==> config.mk <==
export PLATFORM = sky130hd
export DESIGN_NAME = exec_mem_top
export DESIGN_NICKNAME = d
export VERILOG_FILES = /design/src/design/mips_word_pkg.sv /design/src/design/mips_op_pkg.sv /design/src/design/alu_unit.sv /design/src/design/store_align.sv /design/src/design/load_align.sv /design/src/design/writeback_stage.sv /design/src/design/exec_mem_top.sv
export SDC_FILE = /design/constraint.sdc
export NUM_CORES = 1
export LEC_CHECK = 0
export ABC_AREA = 1
export BUFFER_PORTS_ARGS = -buffer_cell sky130_fd_sc_hd__buf_2
export CELL_PAD_IN_SITES_DETAIL_PLACEMENT = 0
export CELL_PAD_IN_SITES_GLOBAL_PLACEMENT = 2
export CORE_ASPECT_RATIO = 1.4
export CORE_MARGIN = 10
export CORE_UTILIZATION = 31
export DETAILED_ROUTE_END_ITERATION = 6
export PLACE_DENSITY = 0.85
export SLEW_MARGIN = 0
export SYNTH_ARGS = -nofsm -noshare
export SYNTH_HDL_FRONTEND = slang
export SYNTH_SLANG_ARGS = --single-unit
export TNS_END_PERCENT = 5
==> constraint.sdc <==
create_clock -name clk -period 3.4 [get_ports clk]
set_input_delay 0.34 -clock clk [delete_from_list [all_inputs] [get_ports clk]]
set_output_delay 0.34 -clock clk [all_outputs]
set_load 0.02 [all_outputs]
==> src/design/mips_word_pkg.sv <==
// datapath width types for the execute and memory stages
// byte addresses are 32 bits; memory is addressed by word, lanes pick bytes

package mips_word_pkg;

   // data word, also used as a byte address
   typedef logic [31:0] word_t;

   // word-granular memory address, byte address bits 31:2
   typedef logic [29:0] word_addr_t;

   // immediate field of the instruction
   typedef logic [15:0] half_t;

   // register file index
   typedef logic [4:0] reg_idx_t;

   // byte offset inside a word, byte address bits 1:0
   typedef logic [1:0] lane_t;

   // per-byte write mask
   // bit n enables lane n, which is data bits 8n+7 down to 8n
   typedef logic [3:0] byte_en_t;

endpackage

==> src/design/mips_op_pkg.sv <==
// ALU and memory operation encodings
// unlisted encodings give a zero ALU result and no memory access

package mips_op_pkg;

   // alu operation select
   typedef enum logic [3:0] {
      alu_add  = 4'd0,
      alu_sub  = 4'd1,
      // immediate shifts, op1 shifted by op2[10:6]
      alu_sll  = 4'd2,
      alu_srl  = 4'd3,
      alu_sra  = 4'd4,
      // variable shifts, op2 shifted by op1[4:0]
      alu_sllv = 4'd5,
      alu_srlv = 4'd6,
      alu_srav = 4'd7,
      alu_and  = 4'd8,
      alu_or   = 4'd9,
      alu_xor  = 4'd10,
      alu_nor  = 4'd11,
      // set-less-than, result is 1 or 0
      alu_slt  = 4'd12,
      alu_sltu = 4'd13
   } alu_op_t;

   // memory stage operation
   typedef enum logic [3:0] {
      mem_none = 4'd0,
      mem_lb   = 4'd1,
      mem_lh   = 4'd2,
      mem_lw   = 4'd3,
      mem_lbu  = 4'd4,
      mem_lhu  = 4'd5,
      mem_lui  = 4'd6,
      mem_sb   = 4'd7,
      mem_sh   = 4'd8,
      mem_sw   = 4'd9
   } mem_op_t;

endpackage

==> src/design/alu_unit.sv <==
// execute stage: combinational ALU feeding the execute-to-memory register
// only m_valid is reset; the payload loads on issue and holds otherwise

module alu_unit (
   input  logic                    clk,
   input  logic                    rst_b,
   input  logic                    issue,
   input  mips_op_pkg::alu_op_t    alu_sel,
   input  mips_word_pkg::word_t    op1,
   input  mips_word_pkg::word_t    op2,
   input  mips_word_pkg::word_t    store_val,
   input  mips_op_pkg::mem_op_t    mem_op,
   input  mips_word_pkg::half_t    imm,
   input  mips_word_pkg::reg_idx_t dest,
   output logic                    m_valid,
   output mips_op_pkg::mem_op_t    m_op,
   output mips_word_pkg::word_t    m_result,
   output mips_word_pkg::word_t    m_store_val,
   output mips_word_pkg::half_t    m_imm,
   output mips_word_pkg::reg_idx_t m_dest
);
   import mips_word_pkg::*;
   import mips_op_pkg::*;

   word_t      alu_out;
   logic [4:0] sh_imm;
   logic [4:0] sh_var;

   // shamt field sits in op2[10:6] for the immediate forms
   assign sh_imm = op2[10:6];
   // variable shifts take the amount from the low bits of op1
   assign sh_var = op1[4:0];

   always_comb begin
      case (alu_sel)
         alu_add:  alu_out = op1 + op2;
         alu_sub:  alu_out = op1 - op2;
         alu_sll:  alu_out = op1 << sh_imm;
         alu_srl:  alu_out = op1 >> sh_imm;
         // arithmetic shift keeps the sign bit
         alu_sra:  alu_out = word_t'($signed(op1) >>> sh_imm);
         alu_sllv: alu_out = op2 << sh_var;
         alu_srlv: alu_out = op2 >> sh_var;
         alu_srav: alu_out = word_t'($signed(op2) >>> sh_var);
         alu_and:  alu_out = op1 & op2;
         alu_or:   alu_out = op1 | op2;
         alu_xor:  alu_out = op1 ^ op2;
         alu_nor:  alu_out = ~(op1 | op2);
         // compares produce a single bit, zero-extended
         alu_slt:  alu_out = {31'b0, $signed(op1) < $signed(op2)};
         alu_sltu: alu_out = {31'b0, op1 < op2};
         default:  alu_out = '0;
      endcase
   end

   // valid bit of the memory stage
   always_ff @(posedge clk or negedge rst_b) begin
      if (!rst_b) begin
         m_valid <= 1'b0;
      end else begin
         m_valid <= issue;
      end
   end

   // memory stage payload, captured with the strobe
   always_ff @(posedge clk) begin
      if (issue) begin
         m_op        <= mem_op;
         m_result    <= alu_out;
         m_store_val <= store_val;
         m_imm       <= imm;
         m_dest      <= dest;
      end
   end

endmodule

==> src/design/store_align.sv <==
// memory stage address split, store lane placement and load read strobe
// halfword stores assume an even lane; misaligned addresses are not flagged

module store_align (
   input  logic                      m_valid,
   input  mips_op_pkg::mem_op_t      m_op,
   input  mips_word_pkg::word_t      m_result,
   input  mips_word_pkg::word_t      m_store_val,
   output mips_word_pkg::word_addr_t mem_addr,
   output mips_word_pkg::word_t      mem_wdata,
   output mips_word_pkg::byte_en_t   mem_we,
   output logic                      mem_rd
);
   import mips_word_pkg::*;
   import mips_op_pkg::*;

   lane_t lane;

   // word address goes straight to memory, low bits select the lane
   assign mem_addr = m_result[31:2];
   assign lane     = m_result[1:0];

   always_comb begin
      mem_we    = '0;
      mem_wdata = '0;
      mem_rd    = 1'b0;
      if (m_valid) begin
         case (m_op)
            // one lane, byte moved up to it
            mem_sb: begin
               mem_we    = byte_en_t'(4'b0001 << lane);
               mem_wdata = {24'b0, m_store_val[7:0]} << {lane, 3'b000};
            end
            // two adjacent lanes starting at the offset
            mem_sh: begin
               mem_we    = byte_en_t'(4'b0011 << lane);
               mem_wdata = {16'b0, m_store_val[15:0]} << {lane, 3'b000};
            end
            mem_sw: begin
               mem_we    = 4'b1111;
               mem_wdata = m_store_val;
            end
            mem_lb, mem_lh, mem_lw, mem_lbu, mem_lhu: mem_rd = 1'b1;
            default: mem_rd = 1'b0;
         endcase
      end
   end

endmodule

==> src/design/load_align.sv <==
// load data extraction from the memory word returned in the same cycle
// lw ignores the lane since word accesses are taken as aligned
// lui needs no memory data and only uses the immediate

module load_align (
   input  mips_op_pkg::mem_op_t  m_op,
   input  mips_word_pkg::lane_t  lane,
   input  mips_word_pkg::half_t  m_imm,
   input  mips_word_pkg::word_t  mem_rdata,
   output mips_word_pkg::word_t  load_val
);
   import mips_word_pkg::*;
   import mips_op_pkg::*;

   word_t lane_word;

   // bring the addressed lane down to bit 0
   assign lane_word = mem_rdata >> {lane, 3'b000};

   always_comb begin
      case (m_op)
         // signed forms replicate the top bit of the field
         mem_lb:  load_val = {{24{lane_word[7]}}, lane_word[7:0]};
         mem_lh:  load_val = {{16{lane_word[15]}}, lane_word[15:0]};
         mem_lbu: load_val = {24'b0, lane_word[7:0]};
         mem_lhu: load_val = {16'b0, lane_word[15:0]};
         mem_lw:  load_val = mem_rdata;
         // immediate into the upper half, low half cleared
         mem_lui: load_val = {m_imm, 16'h0000};
         default: load_val = '0;
      endcase
   end

endmodule

==> src/design/writeback_stage.sv <==
// write-back select and register, one-cycle strobe per writing operation
// stores produce no write-back; wb_dest and wb_data hold between strobes

module writeback_stage (
   input  logic                    clk,
   input  logic                    rst_b,
   input  logic                    m_valid,
   input  mips_op_pkg::mem_op_t    m_op,
   input  mips_word_pkg::word_t    m_result,
   input  mips_word_pkg::word_t    load_val,
   input  mips_word_pkg::reg_idx_t m_dest,
   output logic                    wb_valid,
   output mips_word_pkg::reg_idx_t wb_dest,
   output mips_word_pkg::word_t    wb_data
);
   import mips_word_pkg::*;
   import mips_op_pkg::*;

   logic  wb_take;
   word_t wb_next;

   always_comb begin
      wb_take = m_valid;
      wb_next = m_result;
      case (m_op)
         // stores never write a register
         mem_sb, mem_sh, mem_sw: wb_take = 1'b0;
         // loads and lui take the aligned value
         mem_lb, mem_lh, mem_lw, mem_lbu, mem_lhu, mem_lui: wb_next = load_val;
         default: wb_next = m_result;
      endcase
   end

   always_ff @(posedge clk or negedge rst_b) begin
      if (!rst_b) begin
         wb_valid <= 1'b0;
      end else begin
         wb_valid <= wb_take;
      end
   end

   // payload only moves when a write-back is taken
   always_ff @(posedge clk) begin
      if (wb_take) begin
         wb_dest <= m_dest;
         wb_data <= wb_next;
      end
   end

endmodule

==> src/design/exec_mem_top.sv <==
// execute and memory-access pipeline, write-back two edges after issue
// memory answers mem_rdata combinationally and writes at the clock edge
// no back-pressure; one operation per stage

module exec_mem_top (
   input  logic                      clk,
   input  logic                      rst_b,
   // issue side
   input  logic                      issue,
   input  mips_op_pkg::alu_op_t      alu_sel,
   input  mips_word_pkg::word_t      op1,
   input  mips_word_pkg::word_t      op2,
   input  mips_op_pkg::mem_op_t      mem_op,
   input  mips_word_pkg::word_t      store_val,
   input  mips_word_pkg::half_t      imm,
   input  mips_word_pkg::reg_idx_t   dest,
   // memory port
   output mips_word_pkg::word_addr_t mem_addr,
   output mips_word_pkg::word_t      mem_wdata,
   output mips_word_pkg::byte_en_t   mem_we,
   output logic                      mem_rd,
   input  mips_word_pkg::word_t      mem_rdata,
   // write-back
   output logic                      wb_valid,
   output mips_word_pkg::reg_idx_t   wb_dest,
   output mips_word_pkg::word_t      wb_data
);
   import mips_word_pkg::*;
   import mips_op_pkg::*;

   // memory stage bundle
   logic     m_valid;
   mem_op_t  m_op;
   word_t    m_result;
   word_t    m_store_val;
   half_t    m_imm;
   reg_idx_t m_dest;

   lane_t    m_lane;
   word_t    load_val;

   // byte offset of the access, shared by load alignment
   assign m_lane = m_result[1:0];

   alu_unit alu_i (
      .clk         (clk),
      .rst_b       (rst_b),
      .issue       (issue),
      .alu_sel     (alu_sel),
      .op1         (op1),
      .op2         (op2),
      .store_val   (store_val),
      .mem_op      (mem_op),
      .imm         (imm),
      .dest        (dest),
      .m_valid     (m_valid),
      .m_op        (m_op),
      .m_result    (m_result),
      .m_store_val (m_store_val),
      .m_imm       (m_imm),
      .m_dest      (m_dest)
   );

   store_align store_i (
      .m_valid     (m_valid),
      .m_op        (m_op),
      .m_result    (m_result),
      .m_store_val (m_store_val),
      .mem_addr    (mem_addr),
      .mem_wdata   (mem_wdata),
      .mem_we      (mem_we),
      .mem_rd      (mem_rd)
   );

   load_align load_i (
      .m_op      (m_op),
      .lane      (m_lane),
      .m_imm     (m_imm),
      .mem_rdata (mem_rdata),
      .load_val  (load_val)
   );

   writeback_stage wb_i (
      .clk      (clk),
      .rst_b    (rst_b),
      .m_valid  (m_valid),
      .m_op     (m_op),
      .m_result (m_result),
      .load_val (load_val),
      .m_dest   (m_dest),
      .wb_valid (wb_valid),
      .wb_dest  (wb_dest),
      .wb_data  (wb_data)
   );

endmodule

---- Yosys cells after proc, flatten, opt, wreduce, memory -nomap -nowiden ----
Cells that the tools add are included.
operators by class
  bitwise operators ....................... 4
  mux-type cells .......................... 10
  reductions and logical operators ........ 4
  $add $sub $neg .......................... 2
  eq/ne operators ......................... 22
  shifts and indexed selects .............. 11
  $lt $le $gt $ge ......................... 2
operators with widths
  kind                  count
  $pmux W32 S14         1
  $pmux W32 S6          1
  $pmux W32 S3          1
  $lt A32 B32 Y1        2
  $mux W32              2
  $shl A32 B5 Y32       2
  $shr A32 B5 Y32       2
  $sshr A32 B5 Y32      2
  $add A32 B32 Y32      1
  $and A32 B32 Y32      1
  $eq A4 B3 Y1 const B  8
  $eq A4 B4 Y1 const B  8
  $not A32 Y32          1
  $or A32 B32 Y32       1
  $shl A16 B5 Y32       1
  $shl A8 B5 Y32        1
  $shr A32 B5 Y16       1
  $sub A32 B32 Y32      1
  $xor A32 B32 Y32      1
  $eq A4 B2 Y1 const B  4
  $pmux W4 S3           1
  $eq A4 B1 Y1 const B  2
  $reduce_or A6 Y1      1
  $reduce_or A5 Y1      1
  6 further kinds       8
storage, ports and cells
  flip-flop bits (word level) ............. 128
  word-level logic and storage cells ...... 64
  output and inout bits ................... 105

---- Logic depth before layout (Yosys ltp) ----
Gate-level depths: netlist (run 1).
  depth after elaboration ................. 4
  mapped depth ............................ 18
  gate-level depth less buffers ........... 16

---- By module ----
Synthesis (run 1) repeated with hierarchy kept, for this count alone.
unflattened totals
  cell total of the unflattened synthesis .. 3555
  area total of the unflattened synthesis .. 20204.4 um2
by module, submodules not included
  module           area an instance (um2)  instances  cells an instance
  alu_unit         16309.4                 1          2965
  writeback_stage  1662.8                  1          156
  load_align       1184.9                  1          234
  store_align      1047.3                  1          200

---- Worst setup path after synthesis (run 1) ----
OpenSTA, ideal clock, no wires.
  path kind ............................... register -> register
  from .................................... register alu_i.m_op[3]
  to ...................................... register wb_i.wb_data[0], enable pin
  stages on the path, launching flop included .. 8
  arrival ................................. 2.597 ns
  library setup time ...................... 0.432 ns
  period minus slack after synthesis ...... 3.029 ns
  path slack .............................. 0.371 ns
  required time ........................... 2.968 ns
  cells stage by stage .................... edfxtp_1 -> inv_1 -> nor2_1 -> nand2_1 -> inv_1 -> a21oi_1 -> nand2_1 -> nor2_1
on the way
  cells in the longest elaborated chain, start to end .. 3
RTL lines
  item                                          RTL line               text
  start: declaration                            alu_unit.sv:16         output mips_op_pkg::mem_op_t m_op,
  start signal: assignment                      alu_unit.sv:68         m_op <= mem_op;
  $eq A4 B3 Y1 or $eq A4 B4 Y1 (tied branches)  writeback_stage.sv:25  case (m_op)
  $reduce_or A3 Y1 *                            writeback_stage.sv:25
  $mux W1 *                                     writeback_stage.sv:25
  named net wb_i.wb_take                        writeback_stage.sv:19  logic wb_take;
  end signal: assignment                        writeback_stage.sv:46  wb_data <= wb_next;
  end: declaration                              writeback_stage.sv:14  output mips_word_pkg::word_t wb_data
Mark *: on every way through the listed nets, which the timed path passes. The rest lies on a longest branch.
A chain may end at the register's enable or synchronous reset.

---- Worst setup path in the final report (run 1) ----
  from .................................... input port op1[4]
  to ...................................... register alu_i.m_result[5] (data pin)
on the way
  cells in the longest elaborated chain, start to end .. 2
RTL lines
  item                                      RTL line            text
  start: declaration                        exec_mem_top.sv:11  input mips_word_pkg::word_t op1,
  $sub A32 B32 Y32 (tied with other cells)  alu_unit.sv:37      alu_sub: alu_out = op1 - op2;
  $pmux W32 S14 *                           alu_unit.sv:35      case (alu_sel)
  named net alu_i.alu_out[5]                alu_unit.sv:25      word_t alu_out;
  end signal: assignment                    alu_unit.sv:69      m_result <= alu_out;
  end: declaration                          alu_unit.sv:17      output mips_word_pkg::word_t m_result,
Marks and branches as above.

==> metrics.md, run 1 <==
| Metric | Value |
|---|---|
| Max-capacitance violation count | `0` |
| Design Area, Final | `0.0224 sq mm` |
| DP Cell Count | `4349` |
| CP Capture Type | `flip-flop` |
| GRT Total Usage | `31.7%` |
| CTS Root Cell | `clkbuf_16` |
| RSZ-0062 raised after global routing | `false` |
| Area grow syn2layout | `15.6%` |
| WHS | `0.0682 ns` |
| Starting Density | `31.3%` |
| Adder-Cell Fraction of Synth Area | `6.61%` |
| Die width | `231 um` |
| First-pass GRT wire length | `168000 um` |
| Tot Pwr | `7.38 mW` |
| # resized after CTS | `0` |
| Worst r2r path cells | `6` |
| Predominant post-synthesis flop cell | `edfxtp_1` |
| Vias in the first global route | `24.1k` |
| Number of fill cells | `7281` |
| Fin. Hold Viols | `0` |
| Gpl congestion | `1.08` |
| Filler-free cell count of the finished design | `4384` |
| CTS buffer count | `17` |
| Critical path type | `in2reg` |
| Synth Area in Simple Gates | `48.7%` |
| Min-Delay Startpoint | `store_val[4]` |
| Actual slew at the worst max-slew pin | `1.38 ns` |
| Mapped Avg Cell Area | `5.81 sq um` |
| Clock transition at path regs | `0.08 ns` |
| Largest net degree at the start of global routing | `71` |
| Setup slack, reg-to-reg | `0.91 ns` |
| Final net count | `3805` |
| First-pass DRT Iterations | `6` |
| Placement Cell Area | `0.0218 sq mm` |
| Remaining DRCs | `0` |
| Final cycle utilization of the critical path | `85.6%` |
| Tmin final | `2.91 ns` |
| # port buffers | `264` |
| Outcome | `complete, no violations` |
| Leak | `11.0 nW` |
| Final setup TNS | `0 ns` |
| Max Slew Vio Count | `0` |
| Reg2reg start | `alu_i.m_result[0]` |
| Yosys reg bits | `128` |
| Clock sinks | `128` |
| Critical Path, Cell by Cell | `buf_2, clkinv_1, ha_1, a21oi_1, o21ai_0, or2_2, nand2_1, nand4_1, nor2_1, nand3_1` |
| Maximum vdd drop | `0.315 mV` |
| Die H | `316 um` |
| Setup WS post-layout | `0.489 ns` |
| DR WL/cell | `27.5 um` |
| Final-report setup violation count | `0` |
| Cells after Synth | `3333` |
| Slew margin rel. | `7.90%` |
| DR vias/cell | `5.68` |
| Cells on Worst Hold Path | `1` |
| Synth async-reset ratio | `1.56%` |
| Layout cells sized above 1 | `13.9%` |
| Post-synthesis sequential area ratio | `19.8%` |
| Post-synth EDFFs | `126` |
| Core Footprint | `0.0619 sq mm` |
| Hold crit path type | `in2reg` |
| Final Skew | `0.0174 ns` |
| Largest family of logic cells by synthesized area | `simple AND/OR/NAND/NOR gates` |
| Skew-Pair Late Insertion Delay | `0.45 ns` |
| Post-route ant nets | `0` |
| Critical Path RT | `3.57 ns` |
| Row count | `108` |
| Initial DRC count | `2799` |
| CTS tree | `yes` |
| Post-Syn Nets | `3594` |
| Max Clk Rate | `343 MHz` |
| Power Dens Cells | `330 mW/mm^2` |
| Detail Placement HPWL | `100000 um` |
| Die Footprint | `0.0730 sq mm` |
| I/O pin count | `265` |
| Endpoint, Worst Hold | `alu_i.m_store_val[4]` |
| DRT Wirelength | `121000 um` |
| Global route total overflow | `0` |
| Clock buffer depth | `2` |
| DR vias | `24.9k` |
| Register area | `0.00383 sq mm` |
| Multiplexer share of the synthesized area | `0.155%` |
| Largest stage delay on the critical path | `0.55 ns` |
| DP Worst Slack | `0.288 ns` |
| Compound-cell area share of the yosys netlist | `13.4%` |
| Netlist cell types | `55` |
| CP arrival | `3.09 ns` |
| Slowest stage cell, crit path | `ha_1` |
| Crit path max fanout | `9` |
| Post-Synth XOR/XNOR Area | `0.0452%` |
| Initial antenna violation count | `6` |
| Synth warn | `0` |
| H-tree Lvls | `4` |
| Synthesized cell area | `0.0194 sq mm` |
| Final core area utilization | `36.2%` |
| Worst flop-to-flop path endpoint | `wb_i.wb_data[10]` |
| CP Launch Type | `primary input` |
| Multi-input logic area | `0.0134 sq mm` |
-- cells in the mapped netlist, types with 11 or more instances --
master / count / area, sq um
nor2_1: 291 / 1090
nand4_1: 43 / 269
buf_6: 11 / 124
ha_1: 99 / 1240
nand2_1: 1071 / 4020
clkbuf_1: 54 / 203
o2111ai_1: 17 / 149
a22oi_1: 31 / 233
o22ai_1: 20 / 125
nand3_1: 669 / 3350
o21ai_0: 130 / 651
o21bai_1: 11 / 82.6
o21ai_1: 28 / 140
nor3_1: 25 / 125
a21oi_1: 129 / 646
buf_2: 80 / 400
inv_2: 22 / 82.6
edfxtp_1: 126 / 3780
buf_1: 14 / 52.6
nand3b_1: 11 / 82.6
buf_4: 40 / 300
inv_1: 259 / 972
and2_1: 20 / 125
o211ai_1: 37 / 278
-- kinds of logic (layout without fill, tap and decap cells) --
kind of cell               after synthesis  in the layout
and+or+nand+nor                       2171           2171
buffers and inverters                  488            712
AOI/OAI and AO/OA                      441            441
DFF                                    128            128
adders and majority gates              101            101
muxes                                    3              3
xor gates and xnor gates                 1              1
other                                    0              2
-- worst max-delay path by stage --
stage | startpoint | end | slack (ns) | depth (start not counted)
final | op1[4] | alu_i.m_result[5] | 0.49 | 10
after global routing | op1[4] | alu_i.m_result[9] | 0.30 | 12
after CTS | alu_i.m_op[2] | mem_wdata[10] | 0.55 | 8
after detailed placement | op1[4] | alu_i.m_result[5] | 0.29 | 10
after global placement | op1[4] | alu_i.m_result[5] | 0.29 | 10
after floorplan | alu_i.m_op[3] | wb_i.wb_data[0] | 0.37 | 7
-- worst max-delay path: cells and delay by family --
family | cells | cell delay [ns]
and+or+nand+nor | 5 | 1.10
adders and majority gates | 1 | 0.55
buffers and inverters | 2 | 0.43
AOI/OAI and AO/OA | 2 | 0.64
-- timing repair --
action | CTS | global route
setup buffers | 0 | 0
hold endpoints to repair | 2 | 0
hold buffers | 1 | 0
-- layer usage --
metal	global-route usage, %	share of wire [%]
met5	0	0.032
met1	33.5	35
met4	25.4	9.3
met3	6.40	8.5
met2	54.2	47
-- registers in the layout, summed over array words and instances (netlist names) --
| name | count |
|---|---|
| alu_i.m_dest | 5 |
| alu_i.m_imm | 16 |
| alu_i.m_op | 4 |
| alu_i.m_result | 32 |
| alu_i.m_store_val | 32 |
| alu_i.m_valid | 1 |
| wb_i.wb_data | 32 |
| wb_i.wb_dest | 5 |
| wb_i.wb_valid | 1 |
-- area by class of cell --
cell class,count,area share [%]
multi-input combinational,2717,59.7
timing repair buffer,393,11.0
clock buffer,17,1.90
antenna,2,0.0224
clock inverter,15,0.744
sequential,128,17.1
tap,825,4.61
inverter,287,4.85
-- power breakdown --
part	switching, mW	internal, mW	total [mW]
Sequential	0.144	1.97	2.11
Combinational	2.39	0.944	3.34
Clock	0.886	1.05	1.93
Total	3.43	3.96	7.38
-- placed cells by master (no fill, tap or decap), types with 11 or more instances in the layout --
cell,n
nand2_1,1071
ha_1,99
o21bai_1,11
nor2_1,288
o21ai_1,28
inv_2,23
buf_4,115
buf_12,14
edfxtp_1,126
and2_1,20
nand3b_1,11
o21ai_0,130
clkbuf_16,17
inv_1,259
o211ai_1,37
buf_2,263
nor3_1,25
a21oi_1,129
nand3_1,669
o22ai_1,20
o2111ai_1,17
nand4_1,43
a22oi_1,31
Power figures use the tool's default switching activity.
==> run 2: changes to the inputs <==
--- a/config.mk
+++ b/config.mk
@@ -7,7 +7,7 @@
 export LEC_CHECK = 0
 export ABC_AREA = 1
 export BUFFER_PORTS_ARGS = -buffer_cell sky130_fd_sc_hd__buf_2
-export CELL_PAD_IN_SITES_DETAIL_PLACEMENT = 0
+export CELL_PAD_IN_SITES_DETAIL_PLACEMENT = 2
 export CELL_PAD_IN_SITES_GLOBAL_PLACEMENT = 2
 export CORE_ASPECT_RATIO = 1.4
 export CORE_MARGIN = 10
==> run 2 against run 1 <==
  * Critical path depth is 1 lower
  * Global-route usage is 4.1 points higher
  * Utilization hardly changed
  * First-iteration DRC count is 15% lower
  * Combinational power is 5% higher
  * Non-clock buffer count stayed put
  * Sequential cell count stayed put
  * Routed wire length is 13% higher
  * Sequential power is 2% higher
  * Cell count hardly changed
  * Register-to-register slack worse by 0.37 ns
  * Critical path type is now reg2out
  * Critical endpoint is now mem_wdata[0]
  * Largest cell class unchanged
  * Largest power group unchanged
  * Highest routed layer unchanged
==> metrics.md, run 2 (synthesized netlist as in run 1, its figures left out) <==
| Metric | Value |
|---|---|
| Critical path type | `reg2out` |
| Die Footprint | `0.0730 sq mm` |
| Max Clk Rate | `305 MHz` |
| Final cycle utilization of the critical path | `96.3%` |
| Actual slew at the worst max-slew pin | `1.39 ns` |
| CTS Root Cell | `clkbuf_16` |
| DP Cell Count | `4349` |
| # port buffers | `264` |
| RSZ-0062 raised after global routing | `false` |
| Hold crit path type | `in2reg` |
| Die H | `316 um` |
| Remaining DRCs | `0` |
| Vias in the first global route | `27.8k` |
| Slew margin rel. | `6.93%` |
| Global route total overflow | `0` |
| # Post-CTS Setup Buffers | `0` |
| Filler-free cell count of the finished design | `4387` |
| Maximum vdd drop | `0.329 mV` |
| Commonest non-fill, non-tap cell in the layout | `nand2_1` |
| Final net count | `3805` |
| CTS tree | `yes` |
| Power Dens Cells | `342 mW/mm^2` |
| Most frequent cells in the layout | `nand2_1 (1071), nand3_1 (669), nor2_1 (288), buf_2 (263), inv_1 (258)` |
| Die width | `231 um` |
| GRT Total Usage | `35.8%` |
| Largest net degree at the start of global routing | `71` |
| Clock buffer depth | `2` |
| H-tree Lvls | `4` |
| CP arrival | `2.93 ns` |
| Gpl congestion | `1.08` |
| Fin. Hold Viols | `0` |
| Core Footprint | `0.0619 sq mm` |
| CTS buffer count | `17` |
| Register area | `0.00383 sq mm` |
| Initial antenna violation count | `13` |
| DRT Wirelength | `136000 um` |
| Tmin final | `3.27 ns` |
| Leak | `11.0 nW` |
| Setup slack, reg-to-reg | `0.54 ns` |
| CP Launch Type | `flip-flop` |
| DR vias | `26.6k` |
| Area grow syn2layout | `15.7%` |
| Final Skew | `0.0125 ns` |
| Tot Pwr | `7.67 mW` |
| Skew-Pair Late Insertion Delay | `0.46 ns` |
| Final-report setup violation count | `0` |
| Crit path max fanout | `11` |
| Max Slew Vio Count | `0` |
| First-pass GRT wire length | `192000 um` |
| Layout cells sized above 1 | `13.9%` |
| First-pass DRT Iterations | `6` |
| DR WL/cell | `31.0 um` |
| Detail Placement HPWL | `111000 um` |
| Outcome | `complete, no violations` |
| Max-capacitance violation count | `0` |
| DR vias/cell | `6.06` |
| Post-route ant nets | `0` |
| Critical Path RT | `3.06 ns` |
| Final setup TNS | `0 ns` |
| CP Capture Type | `output port` |
| Number of fill cells | `8041` |
| Row count | `108` |
| Regs by FF count | `alu_i.m_result: 32 flops, alu_i.m_store_val: 32 flops, wb_i.wb_data: 32 flops` |
| Clock transition at path regs | `0.07 ns` |
| Clock sinks | `128` |
| Starting Density | `31.3%` |
| Multi-input logic area | `0.0134 sq mm` |
| Initial DRC count | `2378` |
| I/O pin count | `265` |
run 2: changes by cell type in the layout (fill, tap and decap cells not counted):
cell and delta:
clkinv_4 +4, diode_2 +3, inv_8 -2, a21oi_1 -1
a21oi_2 +1, bufinv_16 +1, clkinv_1 +1, clkinv_8 -1
clkinvlp_4 -1, inv_1 -1, inv_6 -1
run 2: timing repair:
item | in CTS | in global routing
resized for setup | 0 | 2
endpoints found under the hold margin | 2 | 0
hold buffers | 1 | 0
setup endpoints to repair | 0 | 8
run 2: cell type report:
cell class | count | area share (%)
multi-input combinational | 2717 | 59.7
timing repair buffer | 393 | 11.0
tap | 825 | 4.61
clock buffer | 17 | 1.90
antenna | 5 | 0.0559
clock inverter | 15 | 0.771
inverter | 287 | 4.86
sequential | 128 | 17.1
run 2: path summary, 6_finish.rpt:
path / start / cells after the start / endpoint
min reg2reg: alu_i.m_dest[4] / 0 / wb_i.wb_dest[4]
min in group asynchronous: rst_b / 2 / wb_i.wb_valid
max: alu_i.m_op[2] / 9 / mem_wdata[0]
max in group asynchronous: rst_b / 2 / alu_i.m_valid
max reg2reg: alu_i.m_result[0] / 8 / wb_i.wb_data[15]
min: store_val[30] / 1 / alu_i.m_store_val[30]
run 2: critical path: stages (launching register included):
cell	delay, ns
edfxtp_1	0.51
nand2_1	0.21
clkinvlp_4	0.34
a21oi_2	0.44
nand2_1	0.23
nand2_1	0.29
a21oi_2	0.08
inv_2	0.15
nor2_1	0.07
buf_2	0.16
run 2: metrics by stage:
step	instance area, sq um	setup WS [ns]	hold WS, ns	util, %
finish	22400	0.126	0.0520	36.2
global route	22400	0.0723	0.0508	36.2
CTS	22400	0.117	0.0394	36.2
detailed placement	21800	0.272	0.133	35.2
global placement	21800	0.290	0.129	35.2
floorplan	19400	0.371	0.0444	-
run 2: where the power goes:
part / internal (mW) / switching (mW) / leakage [nW] / total (mW)
registers: 1.97 / 0.176 / 1.25 / 2.15
logic: 0.946 / 2.57 / 9.43 / 3.52
clock network: 1.10 / 0.901 / 0.291 / 2.00
run 2: routing by layer:
metal / wire, um / share of wire (%) / up-vias / track usage, %
met2: 63600 / 47 / 1371 / 60.7
li1: - / - / 11600 / -
met4: 14400 / 11 / 12 / 31.9
met5: 68 / 0.050 / - / 0
met1: 47500 / 35 / 13100 / 37.4
met3: 10300 / 7.6 / 505 / 7.03
